## config.mk

```make
export PLATFORM = sky130hd
export DESIGN_NAME = regs_top
export DESIGN_NICKNAME = d
export VERILOG_FILES = /design/src/rtl/cpu_regs_pkg.sv /design/src/rtl/reg_bank.sv /design/src/rtl/flag_unit.sv /design/src/rtl/operand_mux.sv /design/src/rtl/ctrl_regs.sv /design/src/rtl/regs_top.sv
export SDC_FILE = /design/constraint.sdc
export NUM_CORES = 2
export LEC_CHECK = 0
export ABC_CLOCK_PERIOD_IN_PS = 39300
export BUFFER_PORTS_ARGS = -buffer_cell sky130_fd_sc_hd__buf_2
export CORE_UTILIZATION = 56
export CTS_CLUSTER_SIZE = 25
export DETAILED_ROUTE_END_ITERATION = 8
export GPL_TIMING_DRIVEN = 0
export PLACE_DENSITY_LB_ADDON = 0.25
export REMOVE_ABC_BUFFERS = 1
export SLEW_MARGIN = 30
export SYNTH_ARGS = -nofsm -noshare
export SYNTH_HDL_FRONTEND = slang
export SYNTH_SLANG_ARGS = --single-unit
```

## constraint.sdc

```tcl
create_clock -name clk -period 39.3 [get_ports clk]
set_clock_uncertainty 0.15 [all_clocks]
set_input_delay 3.93 -clock clk [delete_from_list [all_inputs] [get_ports clk]]
set_output_delay 3.93 -clock clk [all_outputs]
set_load 0.05 [all_outputs]
```

## src/rtl/cpu_regs_pkg.sv

```systemverilog
// shared types and constants for the register file; enum encodings are fixed by the microcode
package cpu_regs_pkg;

    typedef enum logic [1:0] {
        W_BYTE = 2'd0,
        W_WORD = 2'd1,
        W_LONG = 2'd2
    } width_t;

    typedef enum logic [1:0] {
        EXT_NONE = 2'd0,   // shifted register as is
        EXT_SIGN = 2'd1,
        EXT_ZERO = 2'd2
    } ext_t;

    typedef enum logic [2:0] {
        LD_NONE = 3'd0,
        LD_DST  = 3'd1,
        LD_SR   = 3'd2,
        LD_RFP  = 3'd3,
        LD_CR   = 3'd4
    } ld_sel_t;

    typedef enum logic [2:0] {
        CC_NONE  = 3'd0,
        CC_ADD   = 3'd1,
        CC_SUB   = 3'd2,
        CC_LOGIC = 3'd3,
        CC_CARRY = 3'd4
    } cc_sel_t;

    typedef enum logic [1:0] {
        RM_SRC = 2'd0,
        RM_SR  = 2'd1,
        RM_CR  = 2'd2,
        RM_IMM = 2'd3
    } rmux_sel_t;

    localparam int RC_PTR_BIT = 7;        // pointer select in a register code
    localparam int RC_REL_BIT = 6;        // bank taken from rfp
    localparam int ACC_COUNT  = 16;
    localparam int PTR_COUNT  = 4;
    localparam int REG_COUNT  = ACC_COUNT + PTR_COUNT;

    localparam logic [1:0]  XSP_INDEX = 2'd3;    // stack pointer
    localparam logic [31:0] XSP_RESET = 32'h100;

    localparam logic [3:0] SR_FIXED_HI  = 4'b1000;   // constant one, then zeros
    localparam logic [1:0] SR_FIXED_MID = 2'b10;

    localparam int CR_COUNT = 8;

    localparam logic [7:0] DMP_SR_HI = 8'd80;
    localparam logic [7:0] DMP_SR_LO = 8'd81;

endpackage

```

## src/rtl/reg_bank.sv

```systemverilog
// accumulators and pointers; dump addresses decode absolute banks, never rfp-relative
`timescale 1ns/10ps

module reg_bank import cpu_regs_pkg::*; (
    input  logic        clk,
    input  logic        rst,
    input  logic        cen,
    input  logic [1:0]  rfp,
    input  logic [7:0]  src,
    input  logic [7:0]  dst,
    input  width_t      width,
    input  logic        we,
    input  logic [31:0] rslt,
    input  logic [7:0]  dmp_addr,
    input  logic [15:0] sr,
    output logic [31:0] rd_lane,
    output logic [7:0]  dmp_dout
);

    logic [31:0] regs [REG_COUNT];   // 0..15 accumulators, 16..19 pointers
    logic [4:0]  wr_idx;
    logic [4:0]  rd_idx;
    logic [4:0]  wr_sh;
    logic [31:0] wr_mask;
    logic [31:0] wr_data;
    logic [4:0]  dmp_idx;
    logic [31:0] dmp_word;

    // flat index of a register code
    function automatic logic [4:0] reg_index(input logic [7:0] code, input logic [1:0] bank_ptr);
        logic [1:0] bank;
        bank = code[RC_REL_BIT] ? bank_ptr : code[5:4];
        if (code[RC_PTR_BIT]) begin
            return 5'(ACC_COUNT) | {3'b000, code[3:2]};
        end
        return {1'b0, bank, code[3:2]};
    endfunction

    // bit offset of the addressed lane
    function automatic logic [4:0] lane_shift(input logic [7:0] code, input width_t w);
        case (w)
            W_BYTE:  return {code[1:0], 3'b000};
            W_WORD:  return {code[1], 4'b0000};
            default: return 5'd0;
        endcase
    endfunction

    assign wr_idx  = reg_index(dst, rfp);
    assign rd_idx  = reg_index(src, rfp);
    assign wr_sh   = lane_shift(dst, width);
    assign wr_data = rslt << wr_sh;

    always_comb begin
        case (width)
            W_BYTE:  wr_mask = 32'h0000_00ff << wr_sh;
            W_WORD:  wr_mask = 32'h0000_ffff << wr_sh;
            default: wr_mask = 32'hffff_ffff;
        endcase
    end

    always_ff @(posedge clk, posedge rst) begin
        if (rst) begin
            for (int i = 0; i < REG_COUNT; i++) begin
                regs[i] <= '0;
            end
            regs[5'(ACC_COUNT) | {3'b000, XSP_INDEX}] <= XSP_RESET;
        end else if (cen && we) begin
            regs[wr_idx] <= (regs[wr_idx] & ~wr_mask) | (wr_data & wr_mask);   // lane merge
        end
    end

    assign rd_lane = regs[rd_idx] >> lane_shift(src, width);   // right aligned

    // dump map: 0..63 accs, 64..79 pointers
    assign dmp_idx  = (dmp_addr[7:6] != 2'b00) ? (5'(ACC_COUNT) | {3'b000, dmp_addr[3:2]})
                                               : {1'b0, dmp_addr[5:2]};
    assign dmp_word = regs[dmp_idx];

    always_comb begin
        if (dmp_addr == DMP_SR_HI) begin
            dmp_dout = sr[15:8];
        end else if (dmp_addr == DMP_SR_LO) begin
            dmp_dout = sr[7:0];
        end else begin
            dmp_dout = dmp_word[{dmp_addr[1:0], 3'b000} +: 8];
        end
    end

    a_wr_known: assert property (@(posedge clk) disable iff (rst)
        (we && cen) |-> !$isunknown({dst, rslt}));

endmodule

```

## src/rtl/flag_unit.sv

```systemverilog
// main/alternate flags, bank pointer and SR; LD_SR takes priority over any flag rule
`timescale 1ns/10ps

module flag_unit import cpu_regs_pkg::*; (
    input  logic        clk,
    input  logic        rst,
    input  logic        cen,
    input  cc_sel_t     cc_sel,
    input  logic        exff,
    input  logic        si,
    input  logic        zi,
    input  logic        hi,
    input  logic        vi,
    input  logic        ci,
    input  ld_sel_t     ld_sel,
    input  width_t      width,
    input  logic [31:0] rslt,
    output logic [7:0]  flags,
    output logic        no,
    output logic        zo,
    output logic        co,
    output logic [1:0]  rfp,
    output logic [15:0] sr
);

    logic [5:0] main_f;   // {s, z, h, v, n, c}
    logic [5:0] alt_f;
    logic [5:0] cur_f;
    logic [5:0] nxt_f;

    always_comb begin
        cur_f = exff ? alt_f : main_f;   // swap first
        nxt_f = cur_f;
        case (cc_sel)
            CC_ADD:   nxt_f = {si, zi, hi, vi, 1'b0, ci};
            CC_SUB:   nxt_f = {si, zi, hi, vi, 1'b1, ci};
            CC_LOGIC: nxt_f = {si, zi, 1'b1, vi, 1'b0, 1'b0};
            CC_CARRY: nxt_f[0] = ci;
            default:  ;
        endcase
        if (ld_sel == LD_SR) begin
            nxt_f = {rslt[7], rslt[6], rslt[4], rslt[2], rslt[1], rslt[0]};
        end
    end

    always_ff @(posedge clk, posedge rst) begin
        if (rst) begin
            main_f <= '0;
            alt_f  <= '0;
            rfp    <= '0;
        end else if (cen) begin
            main_f <= nxt_f;
            if (exff) alt_f <= main_f;
            if (ld_sel == LD_SR && width == W_WORD) rfp <= rslt[9:8];
            else if (ld_sel == LD_RFP) rfp <= rslt[1:0];
        end
    end

    assign flags = {main_f[5], main_f[4], 1'b0, main_f[3], 1'b0, main_f[2:0]};
    assign no    = main_f[1];
    assign zo    = main_f[4];
    assign co    = main_f[0];
    assign sr    = {SR_FIXED_HI, SR_FIXED_MID, rfp, flags};

    a_sr_no_cc: assert property (@(posedge clk) disable iff (rst)
        (ld_sel == LD_SR) |-> (cc_sel == CC_NONE));

endmodule

```

## src/rtl/operand_mux.sv

```systemverilog
// operand source select and extension; long operands are passed through unextended
`timescale 1ns/10ps

module operand_mux import cpu_regs_pkg::*; (
    input  logic        clk,
    input  logic        rst,
    input  logic        cen,
    input  rmux_sel_t   rmux_sel,
    input  logic        opnd_ld,
    input  width_t      width,
    input  ext_t        ext,
    input  logic [7:0]  src,
    input  logic [31:0] rd_lane,
    input  logic [15:0] sr,
    input  logic [31:0] cr_rdata,
    input  logic [31:0] rslt,
    output logic [2:0]  cr_raddr,
    output logic [31:0] op0
);

    logic [31:0] rmux;
    logic [31:0] ext_val;

    assign cr_raddr = src[2:0];   // control register number

    always_comb begin
        case (rmux_sel)
            RM_SRC:  rmux = rd_lane;
            RM_SR:   rmux = {16'h0000, sr};
            RM_CR:   rmux = cr_rdata;
            default: rmux = rslt;     // immediate
        endcase
    end

    always_comb begin
        ext_val = rmux;
        if (width == W_BYTE) begin
            case (ext)
                EXT_SIGN: ext_val[31:8] = {24{rmux[7]}};
                EXT_ZERO: ext_val[31:8] = '0;
                default:  ;
            endcase
        end else if (width == W_WORD) begin
            case (ext)
                EXT_SIGN: ext_val[31:16] = {16{rmux[15]}};
                EXT_ZERO: ext_val[31:16] = '0;
                default:  ;
            endcase
        end
    end

    always_ff @(posedge clk, posedge rst) begin
        if (rst) begin
            op0 <= '0;
        end else if (cen && opnd_ld) begin
            op0 <= ext_val;
        end
    end

endmodule

```

## src/rtl/ctrl_regs.sv

```systemverilog
// control registers with APB slave; APB side ignores cen, internal write wins a collision
`timescale 1ns/10ps

module ctrl_regs import cpu_regs_pkg::*; (
    input  logic        clk,
    input  logic        rst,
    input  logic        cen,
    input  ld_sel_t     ld_sel,
    input  logic [7:0]  dst,
    input  logic [31:0] rslt,
    input  logic [2:0]  cr_raddr,
    input  logic [7:0]  paddr,
    input  logic        psel,
    input  logic        penable,
    input  logic        pwrite,
    input  logic [31:0] pwdata,
    output logic [31:0] cr_rdata,
    output logic [31:0] prdata,
    output logic        pready,
    output logic        pslverr
);

    logic [31:0] crs [CR_COUNT];
    logic        cr_we;
    logic [2:0]  cr_waddr;
    logic [31:0] cr_wdata;
    logic        int_wr;
    logic        apb_acc;
    logic        addr_err;
    logic        apb_wr;

    assign int_wr   = cr_we & cen;
    assign apb_acc  = psel & penable;               // access phase
    assign addr_err = paddr >= 8'(CR_COUNT * 4);
    assign pready   = ~(apb_acc & pwrite & int_wr); // one wait on collision
    assign pslverr  = apb_acc & addr_err & pready;
    assign apb_wr   = apb_acc & pwrite & pready & ~addr_err;

    assign prdata   = addr_err ? 32'h0 : crs[paddr[4:2]];
    assign cr_rdata = crs[cr_raddr];

    always_ff @(posedge clk, posedge rst) begin
        if (rst) begin
            cr_we <= 1'b0;
        end else if (cen) begin
            cr_we <= (ld_sel == LD_CR);
        end
    end

    always_ff @(posedge clk) begin
        if (cen && ld_sel == LD_CR) begin
            cr_waddr <= dst[2:0];
            cr_wdata <= rslt;
        end
    end

    always_ff @(posedge clk, posedge rst) begin
        if (rst) begin
            for (int i = 0; i < CR_COUNT; i++) begin
                crs[i] <= '0;
            end
        end else begin
            if (int_wr) crs[cr_waddr] <= cr_wdata;
            if (apb_wr) crs[paddr[4:2]] <= pwdata;   // never together with int_wr
        end
    end

    a_pen_psel: assert property (@(posedge clk) disable iff (rst)
        penable |-> psel);

endmodule

```

## src/rtl/regs_top.sv

```systemverilog
// operand register file top; micro-op port has no back-pressure, one op per cen cycle
`timescale 1ns/10ps

module regs_top import cpu_regs_pkg::*; (
    input  logic        clk,
    input  logic        rst,
    input  logic        cen,
    input  logic [7:0]  src,
    input  logic [7:0]  dst,
    input  width_t      width,
    input  ext_t        ext,
    input  rmux_sel_t   rmux_sel,
    input  logic        opnd_ld,
    input  ld_sel_t     ld_sel,
    input  cc_sel_t     cc_sel,
    input  logic        exff,
    input  logic [31:0] rslt,
    input  logic        si,
    input  logic        zi,
    input  logic        hi,
    input  logic        vi,
    input  logic        ci,
    output logic [31:0] op0,
    output logic [7:0]  flags,
    output logic        no,
    output logic        zo,
    output logic        co,
    input  logic [7:0]  dmp_addr,
    output logic [7:0]  dmp_dout,
    input  logic [7:0]  paddr,
    input  logic        psel,
    input  logic        penable,
    input  logic        pwrite,
    input  logic [31:0] pwdata,
    output logic [31:0] prdata,
    output logic        pready,
    output logic        pslverr
);

    logic [1:0]  rfp;
    logic [15:0] sr;
    logic [31:0] rd_lane;
    logic [2:0]  cr_raddr;
    logic [31:0] cr_rdata;
    logic        we;

    assign we = (ld_sel == LD_DST);   // register write decode

    reg_bank i_bank (
        .clk(clk), .rst(rst), .cen(cen), .rfp(rfp), .src(src), .dst(dst),
        .width(width), .we(we), .rslt(rslt), .dmp_addr(dmp_addr), .sr(sr),
        .rd_lane(rd_lane), .dmp_dout(dmp_dout)
    );

    flag_unit i_flags (
        .clk(clk), .rst(rst), .cen(cen), .cc_sel(cc_sel), .exff(exff),
        .si(si), .zi(zi), .hi(hi), .vi(vi), .ci(ci), .ld_sel(ld_sel),
        .width(width), .rslt(rslt), .flags(flags), .no(no), .zo(zo), .co(co),
        .rfp(rfp), .sr(sr)
    );

    operand_mux i_opnd (
        .clk(clk), .rst(rst), .cen(cen), .rmux_sel(rmux_sel), .opnd_ld(opnd_ld),
        .width(width), .ext(ext), .src(src), .rd_lane(rd_lane), .sr(sr),
        .cr_rdata(cr_rdata), .rslt(rslt), .cr_raddr(cr_raddr), .op0(op0)
    );

    ctrl_regs i_cr (
        .clk(clk), .rst(rst), .cen(cen), .ld_sel(ld_sel), .dst(dst), .rslt(rslt),
        .cr_raddr(cr_raddr), .paddr(paddr), .psel(psel), .penable(penable),
        .pwrite(pwrite), .pwdata(pwdata), .cr_rdata(cr_rdata), .prdata(prdata),
        .pready(pready), .pslverr(pslverr)
    );

endmodule

```

==> impl_metrics.toml <==
[drt]
drt_wl_total_mm = 200
vias_per_cell = 7.20
firstDrtPassIters = 9
vias = 44300
wl_per_cell_um = 32.6
drt-initial-drc-count = 5070
ant_nets = 0
drcViolationCount = 3

[layout]
final_cell_mix = "942 x sky130_fd_sc_hd__dfrtp_1, 664 x sky130_fd_sc_hd__mux2_2, 649 x sky130_fd_sc_hd__mux4_2, 434 x sky130_fd_sc_hd__nand2_1, 363 x sky130_fd_sc_hd__mux2i_1"
nets = 4779
drive_above_1_share_pct = 42.2
fin_area_mm2 = 0.0682
leading_cell_type_in_the_layout_fill_and_taps_excluded = "sky130_fd_sc_hd__dfrtp_1"
flow.area_growth_from_synthesis_pct = 13.5
layoutNonFillerInstCount = 6154

[die]
core.rowCount = 119
initial_core_util_pct = 56.8
chipHeight_um = 330
top_level_ports = 206
die_area_mm2 = 0.109
core-area_mm2 = 0.106
chipWidth_um = 330

[placement]
placed_cells_incl_taps = 5936
place_area_mm2 = 0.0644
hpwlAfterDp_mm = 132
io_buffers = 201
gp_congestion = 0.871

[pwr]
combPwrFrac_pct = 20.3
power.switching_mw = 0.850
internal_power_mw = 2.02
power_leakage_nw = 29.7
highest_ir_drop_seen_on_vdd_uv = 37.7
clock_share_of_power_pct = 37.6
post-layout-total-power_mw = 2.87
switching_share_pct = 29.6
share_seq_of_total_power_pct = 42.1
power_density_mw_per_mm2 = 42.1

[setup_path]
worstPathRequired_ns = 35.22
setup.worst_path.class = "input pin to output pin"
crit_path_start_kind = "input pin"
timing.critical_path.slowest_stage_cell = "sky130_fd_sc_hd__nor2_1"
cells_along_the_critical_path = "buf_4, nor4b_1, nand3b_1, nor2_1, a21oi_1, a32oi_1, buf_2"
critical_path.endpoint_type = "output pin"
worstPathMaxFanout = 33
cp.arrival_ns = 7.91
worst_path_largest_cell_delay_ns = 1.14

[grt]
grt_start_max_net_pins = 93
first_global_vias = 44300
grt_antenna_before_repair = 17
grt_util_all_layers_pct = 37.3
first_pass_grt_wire_length_mm = 296
globalRouteOverflowTotal = 0

[cts]
ctsHoldBuffers = 0
post_cts_resized = 0
clock_tree_from_tritoncts = "yes"
numCtsBuffers = 109
cts.sink_count = 978
cts-htree-levels = 3
cts_setup_buffers = 0
clk_transition_reported_paths_ns = 0.06
clk_path_buf_depth = 3
clk-insertion-delay-late_ns = 0.72
cts_root_buffer = "sky130_fd_sc_hd__clkbuf_16"

[yosys]
ys_warn_count = 0
number_of_distinct_library_cell_variants_in_the_gate_level_netlist_after_synthesis = 67
ys.flop_type = "sky130_fd_sc_hd__dfrtp_1"
syn_inst = 4658
postSynthRegisterBits = 978
yosysTopAreaCellShare_pct = 39.2
postSynthAreaPerCell_um2 = 12.9
synth.area.top_cells = "sky130_fd_sc_hd__dfrtp_1 39%, sky130_fd_sc_hd__mux4_2 24%, sky130_fd_sc_hd__mux2_2 13%, sky130_fd_sc_hd__mux2i_1 6.1%, sky130_fd_sc_hd__nand2_1 2.8%"
synth.cell_area_mm2 = 0.0601
async_flop_share_pct = 96.4
synth-edff-count = 35
ys_seq_area_share_pct = 41.0
synth_top_area_cell = "sky130_fd_sc_hd__dfrtp_1"

[timing]
setup-violations-final = 0
timing_worst_slew_pin_value_ns = 1.13
achievable-frequency_ghz = 0.0834
period_share_pct = 30.5
hold_violations = 0
slew_headroom_pct = 24.6
post-route-min-period_ns = 11.99
unrepaired_setup_endpoints_after_global_routing = "no"
slew_viol_final = 0
hold-worst-slack_ns = 0.348

[outcome]
status = "complete, but fails checks"
violated_checks = "DRC"

[min_path]
timing.hold.worst.class = "register to register"

[job]
cap_violations = 0
## metrics by stage
| step | setup WS (ns) | util [%] | TNS (ns) |
|---|---|---|---|
| 5_1_grt | 27.34 | 64.4 | 0 |
| 4_1_cts | 27.45 | 64.4 | 0 |
| 3_5_place_dp | 27.45 | 60.8 | 0 |
| 2_1_floorplan | 8.70 | - | 0 |
| 6_report | 27.31 | 64.4 | 0 |
| 3_3_place_gp | -2.24 | 57.3 | -1963.75 |
## cells in the mapped netlist (8+ instances only)
master	count
sky130_fd_sc_hd__buf_1	62
sky130_fd_sc_hd__mux4_2	649
sky130_fd_sc_hd__o211ai_1	9
sky130_fd_sc_hd__and2_1	16
sky130_fd_sc_hd__a211oi_1	28
sky130_fd_sc_hd__nor2b_1	12
sky130_fd_sc_hd__dfrtp_1	942
sky130_fd_sc_hd__nand2_1	448
sky130_fd_sc_hd__nor2_1	239
sky130_fd_sc_hd__a21o_1	9
sky130_fd_sc_hd__and3_1	31
sky130_fd_sc_hd__mux2_2	667
sky130_fd_sc_hd__a31oi_1	25
sky130_fd_sc_hd__a311oi_1	22
sky130_fd_sc_hd__edfxtp_1	35
sky130_fd_sc_hd__mux4_1	9
sky130_fd_sc_hd__o21ai_0	209
sky130_fd_sc_hd__a221oi_1	15
sky130_fd_sc_hd__buf_2	65
sky130_fd_sc_hd__a21oi_1	215
sky130_fd_sc_hd__mux2i_1	366
sky130_fd_sc_hd__nor3_1	25
sky130_fd_sc_hd__inv_1	12
sky130_fd_sc_hd__buf_4	25
sky130_fd_sc_hd__clkbuf_2	32
sky130_fd_sc_hd__a21oi_2	10
sky130_fd_sc_hd__nand3_1	28
sky130_fd_sc_hd__clkbuf_1	336
sky130_fd_sc_hd__a311o_1	11
sky130_fd_sc_hd__o22ai_1	8
## cell families (layout without fill, tap and decap cells)
family	Yosys count	count (layout)	share of synthesized area, %
mux	1692	1692	43.3
flops	978	978	41.0
simple gates	839	839	5.82
compound gates	609	609	5.99
buf+inv	537	628	3.76
fa+ha+maj	2	2	0.0416
other cells	1	15	0.00624
## power by group through the flow
stage	Combinational (mW)	Sequential, mW	Clock [mW]
after floorplan	0.335	1.21	0
after global placement	0.536	1.22	0
after detailed placement	0.570	1.22	0
after CTS	0.572	1.20	1.09
after global routing	0.610	1.22	1.13
final	0.582	1.21	1.08
## routing by layer
layer / track usage [%] / vias to the layer above / part of all wire, %
met3: 11.8 / 732 / 13
met5: 0 / - / 0.056
met2: 56.5 / 2973 / 45
met4: 18.1 / 16 / 5.8
li1: - / 17800 / -
met1: 48.9 / 22800 / 36
## path summary, 6_finish.rpt
path	slack, ns	to	depth (start not counted)	startpoint
max	27.31	dmp_dout[7]	7	dmp_addr[4]
min	0.35	i_flags.alt_f[5]	2	i_flags.alt_f[5]
max reg2reg	34.86	i_opnd.op0[13]	9	i_flags.rfp[0]
min reg2reg	0.35	i_flags.alt_f[5]	2	i_flags.alt_f[5]
max in group asynchronous	33.59	i_bank.regs[533]	7	rst
min in group asynchronous	3.09	i_cr.crs[217]	2	rst
## flip-flops by register name, indices dropped and copies added, names as in the netlist
name	count
i_bank.regs	640
i_cr.cr_wdata	32
i_cr.crs	256
i_opnd.op0	32
i_flags.rfp	2
i_cr.cr_waddr	3
i_flags.alt_f	6
i_cr.cr_we	1
i_flags.main_f	6
## final cells by class
| type | count | area (µm²) |
|---|---|---|
| Sequential cell | 978 | 24600 |
| Timing Repair Buffer | 410 | 4290 |
| Fill cell | 7564 | 37700 |
| Multi-Input combinational cell | 3144 | 33700 |
| Tap cell | 1391 | 1740 |
| Clock inverter | 45 | 559 |
| Inverter | 13 | 56.3 |
| Clock buffer | 160 | 3190 |
| Antenna cell | 13 | 32.5 |
## critical path, delay by kind of cell
| family | cells | cell delay, ns |
|---|---|---|
| AND/OR/NAND/NOR | 3 | 2.21 |
| buffers and inverters | 2 | 1.06 |
| AO/OA/AOI/OAI | 2 | 0.64 |
(Power assumes the default switching activity.)
